$ cat config.mk
export PLATFORM = sky130hd
export DESIGN_NAME = dma_engine
export DESIGN_NICKNAME = d
export VERILOG_FILES = /design/src/hdl/dma_pkg.sv /design/src/hdl/dma_data_fifo.sv /design/src/hdl/dma_descriptor_buffer.sv /design/src/hdl/dma_engine.sv /design/src/hdl/dma_read_engine.sv /design/src/hdl/dma_write_engine.sv
export VERILOG_INCLUDE_DIRS = /design/src /design/src/include
export SDC_FILE = /design/constraint.sdc
export NUM_CORES = 1
export LEC_CHECK = 0
export CORE_AREA = 3 3 340 242
export CTS_CLUSTER_SIZE = 12
export DETAILED_ROUTE_END_ITERATION = 10
export DIE_AREA = 0 0 343 245
export DONT_BUFFER_PORTS = 1
export PLACE_DENSITY = 0.64
export SETUP_SLACK_MARGIN = 0.5
export SYNTH_ARGS = -nofsm -noshare
export SYNTH_HDL_FRONTEND = slang
export SYNTH_SLANG_ARGS = --single-unit
export TNS_END_PERCENT = 30
$ cat constraint.sdc
create_clock -name clk -period 4.9 [get_ports clk]
set_input_delay 0.49 -clock clk [delete_from_list [all_inputs] [get_ports clk]]
set_output_delay 0.49 -clock clk [all_outputs]
set_load 0.05 [all_outputs]
$ cat src/include/dma_cfg.svh
// ==============================
// widths and depths of the DMA engine
// FIFO depths must be powers of two
// ==============================
`ifndef DMA_CFG_SVH
`define DMA_CFG_SVH

// address and beat widths, in bits
`define DMA_ADDR_W 16
`define DMA_DATA_W 32

// descriptor length field, counted in beats
`define DMA_LEN_W 8

// entries in the data FIFO between the two engines
`define DMA_DATA_FIFO_DEPTH 16

// entries in the descriptor buffer
`define DMA_DESC_BUF_DEPTH 4

// read requests that may be unanswered at one time
// the data FIFO keeps this many entries in reserve
`define DMA_MAX_OUTSTANDING 4

`endif

$ cat src/hdl/dma_pkg.sv
// ==============================
// shared types of the DMA engine
// ==============================
`include "dma_cfg.svh"

package dma_pkg;

   typedef logic [`DMA_ADDR_W-1:0] dma_addr_t;
   typedef logic [`DMA_DATA_W-1:0] dma_data_t;
   typedef logic [`DMA_LEN_W-1:0]  dma_len_t;
   typedef logic [15:0]            dma_count_t;

   // one transfer, length is in beats and must be nonzero
   typedef struct packed {
      dma_addr_t src_addr;
      dma_addr_t dest_addr;
      dma_len_t  length;
   } t_dma_descriptor;

   // data FIFO payload, the beat followed by its two flags
   typedef struct packed {
      dma_data_t data;
      logic      sop;
      logic      eop;
   } t_dma_beat;

   typedef struct packed {
      logic halt;
   } t_dma_csr_control;

   typedef struct packed {
      logic       busy;
      dma_count_t beat_count;
      dma_count_t desc_count;
   } t_dma_csr_status;

   typedef struct packed {
      logic data_fifo_full;
      logic data_fifo_empty;
   } t_dma_fifo_status;

   typedef enum logic [1:0] {RD_IDLE, RD_ISSUE, RD_DRAIN} rd_state_t;

   typedef enum logic {WR_IDLE, WR_MOVE} wr_state_t;

endpackage

$ cat src/hdl/dma_data_fifo.sv
// ==============================
// pushes while full and pops while empty are dropped
// ==============================
`timescale 1ns/1ps
`include "dma_cfg.svh"

module dma_data_fifo import dma_pkg::*; (
   input  logic      clk,
   input  logic      rst,
   input  logic      push,
   input  t_dma_beat push_beat,
   input  logic      pop,
   output t_dma_beat head_beat,
   output logic      not_empty,
   output logic      not_full,
   output logic      almost_full
);

   localparam int DEPTH    = `DMA_DATA_FIFO_DEPTH;
   localparam int PTR_W    = $clog2(DEPTH);
   localparam int CNT_W    = $clog2(DEPTH + 1);
   localparam int AF_LEVEL = DEPTH - `DMA_MAX_OUTSTANDING;

   t_dma_beat        mem [DEPTH];
   logic [PTR_W-1:0] wr_ptr;
   logic [PTR_W-1:0] rd_ptr;
   logic [CNT_W-1:0] count;
   logic             do_push;
   logic             do_pop;

   assign do_push = push && not_full;
   assign do_pop  = pop && not_empty;

   assign head_beat = mem[rd_ptr];
   assign not_empty = (count != '0);
   assign not_full  = (count != CNT_W'(DEPTH));

   // room is kept for every read the engine may still have outstanding
   assign almost_full = (count >= CNT_W'(AF_LEVEL));

   always_ff @(posedge clk) begin
      if (do_push) begin
         mem[wr_ptr] <= push_beat;
      end
   end

   // pointers wrap on their own since the depth is a power of two
   always_ff @(posedge clk) begin
      if (rst) begin
         wr_ptr <= '0;
         rd_ptr <= '0;
         count  <= '0;
      end else begin
         if (do_push) begin
            wr_ptr <= wr_ptr + 1'b1;
         end
         if (do_pop) begin
            rd_ptr <= rd_ptr + 1'b1;
         end
         count <= count + CNT_W'(do_push) - CNT_W'(do_pop);
      end
   end

endmodule

$ cat src/hdl/dma_descriptor_buffer.sv
// ==============================
// push only while not_full, pop only while not_empty
// ==============================
`timescale 1ns/1ps
`include "dma_cfg.svh"

module dma_descriptor_buffer import dma_pkg::*; (
   input  logic            clk,
   input  logic            rst,
   input  logic            push,
   input  t_dma_descriptor push_desc,
   input  logic            pop,
   output t_dma_descriptor head_desc,
   output logic            not_empty,
   output logic            not_full
);

   localparam int DEPTH = `DMA_DESC_BUF_DEPTH;
   localparam int PTR_W = $clog2(DEPTH);
   localparam int CNT_W = $clog2(DEPTH + 1);

   t_dma_descriptor  mem [DEPTH];
   logic [PTR_W-1:0] wr_ptr;
   logic [PTR_W-1:0] rd_ptr;
   logic [CNT_W-1:0] count;

   assign head_desc = mem[rd_ptr];
   assign not_empty = (count != '0);
   assign not_full  = (count != CNT_W'(DEPTH));

   always_ff @(posedge clk) begin
      if (push && not_full) begin
         mem[wr_ptr] <= push_desc;
      end
   end

   always_ff @(posedge clk) begin
      if (rst) begin
         wr_ptr <= '0;
         rd_ptr <= '0;
         count  <= '0;
      end else begin
         if (push && not_full) begin
            wr_ptr <= wr_ptr + 1'b1;
         end
         if (pop && not_empty) begin
            rd_ptr <= rd_ptr + 1'b1;
         end
         count <= count + CNT_W'(push && not_full) - CNT_W'(pop && not_empty);
      end
   end

endmodule

$ cat src/hdl/dma_engine.sv
// ==============================
// single channel, simple strobe memory ports
// ==============================
`timescale 1ns/1ps

module dma_engine import dma_pkg::*; (
   input  logic             clk,
   input  logic             rst,
   input  logic             descriptor_fifo_not_empty,
   input  t_dma_descriptor  descriptor,
   input  t_dma_csr_control csr_control,
   input  logic             src_rd_valid,
   input  dma_data_t        src_rd_data,
   input  logic             dest_wr_busy,
   output logic             descriptor_fifo_rdack,
   output logic             src_rd_req,
   output dma_addr_t        src_rd_addr,
   output logic             dest_wr_en,
   output dma_addr_t        dest_wr_addr,
   output dma_data_t        dest_wr_data,
   output logic             desc_done,
   output t_dma_csr_status  wr_dest_status,
   output t_dma_csr_status  rd_src_status,
   output t_dma_fifo_status dma_engine_status
);

   logic            data_fifo_push;
   t_dma_beat       data_fifo_beat;
   logic            data_fifo_almost_full;
   logic            data_fifo_not_full;
   logic            data_fifo_not_empty;
   t_dma_beat       data_fifo_head;
   logic            data_fifo_pop;
   logic            desc_buf_push;
   t_dma_descriptor desc_buf_data;
   logic            desc_buf_not_full;
   logic            desc_buf_not_empty;
   t_dma_descriptor desc_buf_head;
   logic            desc_buf_pop;
   logic            wr_fsm_done;

   assign desc_done = wr_fsm_done;

   always_comb begin
      dma_engine_status.data_fifo_full  = !data_fifo_not_full;
      dma_engine_status.data_fifo_empty = !data_fifo_not_empty;
   end

   dma_read_engine dma_read_engine_inst (
      .clk,
      .rst,
      .csr_control,
      .descriptor_fifo_not_empty,
      .descriptor,
      .desc_buf_not_full,
      .src_rd_valid,
      .src_rd_data,
      .data_fifo_almost_full,
      .descriptor_fifo_rdack,
      .desc_buf_push,
      .desc_buf_data,
      .src_rd_req,
      .src_rd_addr,
      .data_fifo_push,
      .data_fifo_beat,
      .rd_src_status
   );

   dma_data_fifo dma_data_fifo_inst (
      .clk,
      .rst,
      .push        (data_fifo_push),
      .push_beat   (data_fifo_beat),
      .pop         (data_fifo_pop),
      .head_beat   (data_fifo_head),
      .not_empty   (data_fifo_not_empty),
      .not_full    (data_fifo_not_full),
      .almost_full (data_fifo_almost_full)
   );

   // lets the read side run ahead by up to the buffer depth in descriptors
   dma_descriptor_buffer dma_descriptor_buffer_inst (
      .clk,
      .rst,
      .push      (desc_buf_push),
      .push_desc (desc_buf_data),
      .pop       (desc_buf_pop),
      .head_desc (desc_buf_head),
      .not_empty (desc_buf_not_empty),
      .not_full  (desc_buf_not_full)
   );

   dma_write_engine dma_write_engine_inst (
      .clk,
      .rst,
      .csr_control,
      .desc_not_empty (desc_buf_not_empty),
      .desc_head      (desc_buf_head),
      .data_not_empty (data_fifo_not_empty),
      .data_head      (data_fifo_head),
      .dest_wr_busy,
      .desc_pop       (desc_buf_pop),
      .data_pop       (data_fifo_pop),
      .dest_wr_en,
      .dest_wr_addr,
      .dest_wr_data,
      .wr_fsm_done,
      .wr_dest_status
   );

endmodule

$ cat src/hdl/dma_read_engine.sv
// ==============================
// one descriptor in flight, length must be nonzero
// source memory answers in order and takes every request
// ==============================
`timescale 1ns/1ps
`include "dma_cfg.svh"

module dma_read_engine import dma_pkg::*; (
   input  logic             clk,
   input  logic             rst,
   input  t_dma_csr_control csr_control,
   input  logic             descriptor_fifo_not_empty,
   input  t_dma_descriptor  descriptor,
   input  logic             desc_buf_not_full,
   input  logic             src_rd_valid,
   input  dma_data_t        src_rd_data,
   input  logic             data_fifo_almost_full,
   output logic             descriptor_fifo_rdack,
   output logic             desc_buf_push,
   output t_dma_descriptor  desc_buf_data,
   output logic             src_rd_req,
   output dma_addr_t        src_rd_addr,
   output logic             data_fifo_push,
   output t_dma_beat        data_fifo_beat,
   output t_dma_csr_status  rd_src_status
);

   localparam int CREDIT_W = $clog2(`DMA_MAX_OUTSTANDING + 1);

   rd_state_t           state;
   t_dma_descriptor     cur_desc;
   dma_addr_t           next_addr;
   dma_len_t            req_left;
   dma_len_t            resp_idx;
   dma_len_t            last_idx;
   logic [CREDIT_W-1:0] outstanding;
   dma_count_t          beat_cnt;
   dma_count_t          desc_cnt;
   logic                accept;
   logic                issue;
   logic                last_resp;

   // a descriptor is taken only when the write side has room to queue it
   assign accept = (state == RD_IDLE) && descriptor_fifo_not_empty &&
                   desc_buf_not_full && !csr_control.halt;

   // the credit check keeps every answer of an issued read room in the data FIFO
   assign issue = (state == RD_ISSUE) && !csr_control.halt &&
                  (outstanding < CREDIT_W'(`DMA_MAX_OUTSTANDING)) &&
                  !data_fifo_almost_full;

   assign last_idx  = cur_desc.length - 1'b1;
   assign last_resp = src_rd_valid && (resp_idx == last_idx);

   // responses go straight into the data FIFO on the edge they arrive
   assign data_fifo_push = src_rd_valid;

   always_comb begin
      data_fifo_beat.data = src_rd_data;
      data_fifo_beat.sop  = (resp_idx == '0);
      data_fifo_beat.eop  = (resp_idx == last_idx);
   end

   assign desc_buf_data = cur_desc;

   always_comb begin
      rd_src_status.busy       = (state != RD_IDLE);
      rd_src_status.beat_count = beat_cnt;
      rd_src_status.desc_count = desc_cnt;
   end

   always_ff @(posedge clk) begin
      if (rst) begin
         state                 <= RD_IDLE;
         descriptor_fifo_rdack <= 1'b0;
         desc_buf_push         <= 1'b0;
         src_rd_req            <= 1'b0;
         req_left              <= '0;
         resp_idx              <= '0;
         outstanding           <= '0;
         beat_cnt              <= '0;
         desc_cnt              <= '0;
      end else begin
         descriptor_fifo_rdack <= accept;
         desc_buf_push         <= accept;
         src_rd_req            <= issue;
         outstanding <= outstanding + CREDIT_W'(issue) - CREDIT_W'(src_rd_valid);

         case (state)
            RD_IDLE: begin
               if (accept) begin
                  state    <= RD_ISSUE;
                  req_left <= descriptor.length;
                  resp_idx <= '0;
                  desc_cnt <= desc_cnt + 1'b1;
               end
            end
            RD_ISSUE: begin
               if (issue) begin
                  req_left <= req_left - 1'b1;
                  // last request goes out, wait for the remaining answers
                  if (req_left == dma_len_t'(1)) begin
                     state <= RD_DRAIN;
                  end
               end
            end
            RD_DRAIN: begin
               if (last_resp) begin
                  state <= RD_IDLE;
               end
            end
            default: state <= RD_IDLE;
         endcase

         if (src_rd_valid) begin
            resp_idx <= resp_idx + 1'b1;
            beat_cnt <= beat_cnt + 1'b1;
         end
      end
   end

   always_ff @(posedge clk) begin
      if (accept) begin
         cur_desc  <= descriptor;
         next_addr <= descriptor.src_addr;
      end else if (issue) begin
         next_addr <= next_addr + 1'b1;
      end
      if (issue) begin
         src_rd_addr <= next_addr;
      end
   end

endmodule

$ cat src/hdl/dma_write_engine.sv
// ==============================
// a descriptor ends on the beat flagged eop
// writes are held while dest_wr_busy is high
// ==============================
`timescale 1ns/1ps

module dma_write_engine import dma_pkg::*; (
   input  logic             clk,
   input  logic             rst,
   input  t_dma_csr_control csr_control,
   input  logic             desc_not_empty,
   input  t_dma_descriptor  desc_head,
   input  logic             data_not_empty,
   input  t_dma_beat        data_head,
   input  logic             dest_wr_busy,
   output logic             desc_pop,
   output logic             data_pop,
   output logic             dest_wr_en,
   output dma_addr_t        dest_wr_addr,
   output dma_data_t        dest_wr_data,
   output logic             wr_fsm_done,
   output t_dma_csr_status  wr_dest_status
);

   wr_state_t  state;
   logic       wr_eop;
   logic       wr_done;
   logic       load;
   dma_count_t beat_cnt;
   dma_count_t desc_cnt;

   // the write held on the bus completes on this edge
   assign wr_done = dest_wr_en && !dest_wr_busy;

   // take the next beat when the bus is free or frees up now,
   // but never past the eop of the current descriptor
   assign load = (state == WR_MOVE) && !csr_control.halt && data_not_empty &&
                 (!dest_wr_en || (wr_done && !wr_eop));

   assign desc_pop = (state == WR_IDLE) && desc_not_empty && !csr_control.halt;
   assign data_pop = load;

   always_comb begin
      wr_dest_status.busy       = (state != WR_IDLE);
      wr_dest_status.beat_count = beat_cnt;
      wr_dest_status.desc_count = desc_cnt;
   end

   always_ff @(posedge clk) begin
      if (rst) begin
         state       <= WR_IDLE;
         dest_wr_en  <= 1'b0;
         wr_fsm_done <= 1'b0;
         beat_cnt    <= '0;
         desc_cnt    <= '0;
      end else begin
         wr_fsm_done <= wr_done && wr_eop;

         case (state)
            WR_IDLE: begin
               if (desc_pop) begin
                  state <= WR_MOVE;
               end
            end
            WR_MOVE: begin
               if (wr_done && wr_eop) begin
                  state <= WR_IDLE;
               end
            end
            default: state <= WR_IDLE;
         endcase

         if (load) begin
            dest_wr_en <= 1'b1;
         end else if (wr_done) begin
            dest_wr_en <= 1'b0;
         end

         if (wr_done) begin
            beat_cnt <= beat_cnt + 1'b1;
         end
         if (wr_done && wr_eop) begin
            desc_cnt <= desc_cnt + 1'b1;
         end
      end
   end

   // the address steps once per completed write
   always_ff @(posedge clk) begin
      if (desc_pop) begin
         dest_wr_addr <= desc_head.dest_addr;
      end else if (wr_done) begin
         dest_wr_addr <= dest_wr_addr + 1'b1;
      end
      if (load) begin
         dest_wr_data <= data_head.data;
         wr_eop       <= data_head.eop;
      end
   end

endmodule

==> impl_metrics.toml <==
[outcome]
status = "finished clean"

[critical_path]
arrival_ns = 3.49
critical_path.top_delay_family = "adder cells"
path_class = "reg2reg"
cp_slowest_cell = "fa_1"
critPathMaxFanout = 6
required_ns = 5.37
critPathMaxStageDelay_ns = 0.41
cp_cell_sequence = "inv_1 -> ha_1 -> nor4b_4 -> buf_4 -> nor4bb_2 -> buf_4 -> ha_1 -> inv_1 -> ha_1 -> fa_1 -> a21oi_1 -> nor2_1 -> nor2_1 -> xor2_1 -> nor2_1"
critPathBufInv = 4
cp-start-kind = "register"
end_kind = "register"

[power]
combPwrFrac_pct = 11.1
p_per_area_nw_per_um2 = 444
clockPowerShare_pct = 35.6
p_seq_share_pct = 53.3
swShare_pct = 25.4
p_int_mw = 11.9
ir_worst_vdd_mv = 0.253
p_leak_nw = 11.2
p_switching_mw = 4.07

[detailed_routing]
first_iter_violations = 1331
drc = 0
vias = 15900
routed_wl_um = 70000
avgViaCountPerCell = 5.43
ant_nets = 0
first_pass_iters = 5
wl_per_cell_um = 23.8

[floorplan]
die_w_um = 343
num_io_pins = 214
die_h_um = 245
fp.coreArea_um2 = 78800
start_util_pct = 40.1
die_area_um2 = 84000
rows = 86

[clock_network]
root_buffer = "clkbuf_16"
cts_setup_buffers = 0
clk_pin_slew_ns = 0.07
numClockSinks = 809
numCtsBuffers = 81
clk_latency_ns = 0.63
cts_resized = 0
cts_tree = "done"
clock_path_buffers = 3
htree_levels = 3

[place]
dp_hpwl_um = 41300
numPortBuffers = 0
place_congestion = 0.814

[grt]
grt_usage_pct = 16.7
grt_pass1_vias = 16300
grt.overflow.total = 0
grt_max_degree = 111
antenna_found_initial = 5
grt_pass1_wl_um = 106000

[synthesis]
synth_area_per_cell_um2 = 18.3
synth.top_cells.by_area = "edfxtp_1 66%, mux4_2 13%, dfxtp_1 7.1%"
synth_area_um2 = 31600
async_flop_share_pct = 0
synth_top_cell_by_area = "edfxtp_1"
synth_cell_types = 56
synth-main-ff-cell = "edfxtp_1"
ys_ff_latch = 809
yosysWarningCount = 0
synth_edf_count = 697
synth_nets = 1840
yosysSeqAreaShare_pct = 73.4
yosysTopAreaCellShare_pct = 66.3
synth_most_common_cell = "edfxtp_1"
synthTopCellsByCount = "697 x edfxtp_1, 181 x mux4_2, 121 x nor2_1"
postSynthCellCount = 1728

[sta]
slew_headroom_pct = 25.2
maxSlewViolCount = 0
hold_viol = 0
layout_worst_path_cycle_share_pct = 61.6
whs_ns = 0.0452
finClkSkew_ns = 0.0401
max_freq_mhz = 331
setup_violations = 0
tns_ns = 0
finalCriticalPeriod_ns = 3.02
worst_slew_pin_slew_ns = 1.12
rsz0062_at_grt = "false"

[final_layout]
area_delta_synth_final_pct = 14.3
nNetsFinal = 1947
drive_gt1_share_pct = 19.1

[flow_run]
max_cap_viol_count = 0

[min_path]
min_path_type = "in2reg"
[registers in the layout (all words and copies together), names as in the netlist, 2 cells and up, named ones only]
register / cells
dma_descriptor_buffer_inst.wr_ptr: 2
dma_data_fifo_inst.wr_ptr: 4
dma_data_fifo_inst.count: 5
dma_descriptor_buffer_inst.mem: 64
dma_write_engine_inst.dest_wr_data: 32
dma_read_engine_inst.next_addr: 16
dma_read_engine_inst.beat_cnt: 16
dma_read_engine_inst.resp_idx: 8
dma_write_engine_inst.desc_cnt: 16
dma_descriptor_buffer_inst.count: 3
dma_read_engine_inst.desc_buf_data: 24
dma_read_engine_inst.desc_cnt: 16
dma_data_fifo_inst.rd_ptr: 4
dma_read_engine_inst.outstanding: 3
dma_write_engine_inst.dest_wr_addr: 16
dma_read_engine_inst.src_rd_addr: 16
dma_write_engine_inst.beat_cnt: 16
dma_descriptor_buffer_inst.rd_ptr: 2
dma_read_engine_inst.req_left: 8
dma_data_fifo_inst.mem: 528
dma_read_engine_inst.state: 2
[placed cells by master (no fill, tap or decap), drive strengths merged, types with 40 or more instances in the layout]
cell           n
nand2         72
xnor2         57
dfxtp        112
edfxtp       697
xor2          48
inv           44
buf           40
a21oi         49
dlygate4sd3   60
nor2         122
mux4         181
nand3         44
clkbuf       110
[timing repair]
item                                   CTS  global route
setup endpoints to repair                0             0
endpoints found under the hold margin  648             0
hold buffers                            61             0
[area by class of cell]
| type | instances | area [µm²] |
|---|---|---|
| Antenna cell | 1 | 2.50 |
| Clock buffer | 110 | 2220 |
| Clock inverter | 16 | 165 |
| Fill cell | 6667 | 42700 |
| Inverter | 40 | 150 |
| Multi-Input combinational cell | 803 | 8100 |
| Sequential cell | 809 | 23200 |
| Tap cell | 1056 | 1320 |
| Timing Repair Buffer | 100 | 958 |
[cells by family after synthesis]
group	synth area share [%]
AOI/OAI and AO/OA	1.90
xor gates and xnor gates	2.91
adders and majority gates	1.42
buffers and inverters	1.45
DFF	73.4
muxes	13.1
and+or+nand+nor	5.80
[worst paths after layout]
| check | end | startpoint | slack, ns | cells after the start |
|---|---|---|---|---|
| min | dma_read_engine_inst.req_left[0]$_SDFFE_PP0P_ | descriptor[0] | 0.05 | 2 |
| min reg2reg | dma_read_engine_inst.src_rd_addr[15]$_DFFE_PP_ | dma_read_engine_inst.next_addr[15]$_DFFE_PP_ | 0.48 | 0 |
| max reg2reg | dma_data_fifo_inst.count[4]$_SDFF_PP0_ | dma_data_fifo_inst.count[2]$_SDFF_PP0_ | 1.88 | 15 |
| max | dma_data_fifo_inst.count[4]$_SDFF_PP0_ | dma_data_fifo_inst.count[2]$_SDFF_PP0_ | 1.88 | 15 |
[power groups by stage]
| stage | sequential (mW) | combinational, mW | clock (mW) |
|---|---|---|---|
| CTS | 8.55 | 1.82 | 5.85 |
| global placement | 8.67 | 1.67 | 0 |
| global route | 8.58 | 1.97 | 6.14 |
| floorplan | 8.54 | 1.33 | 0 |
| detailed placement | 8.69 | 1.69 | 0 |
| finish | 8.54 | 1.78 | 5.70 |
[metrics by stage]
| step | utilization, % | setup slack, ns | cells | instance area, µm² | total power, mW |
|---|---|---|---|---|---|
| 3_3_place_gp | 42.0 | 1.89 | 2747 | 33100 | 10.3 |
| 5_1_grt | 45.8 | 1.59 | 2934 | 36100 | 16.7 |
| 3_5_place_dp | 42.0 | 1.92 | 2747 | 33100 | 10.4 |
| 6_report | 45.8 | 1.88 | 2935 | 36100 | 16.0 |
| 2_1_floorplan | - | 0.787 | 1728 | 31600 | 9.87 |
| 4_1_cts | 45.8 | 1.88 | 2934 | 36100 | 16.2 |
[layer usage]
layer	global-route usage (%)	vias to the layer above	routed length (µm)
li1	-	6998	-
met1	23.3	8329	30500
met2	26.1	490	32900
met3	4.62	112	5110
met4	4.21	6	1430
met5	0	-	35
(Power assumes the default switching activity.)
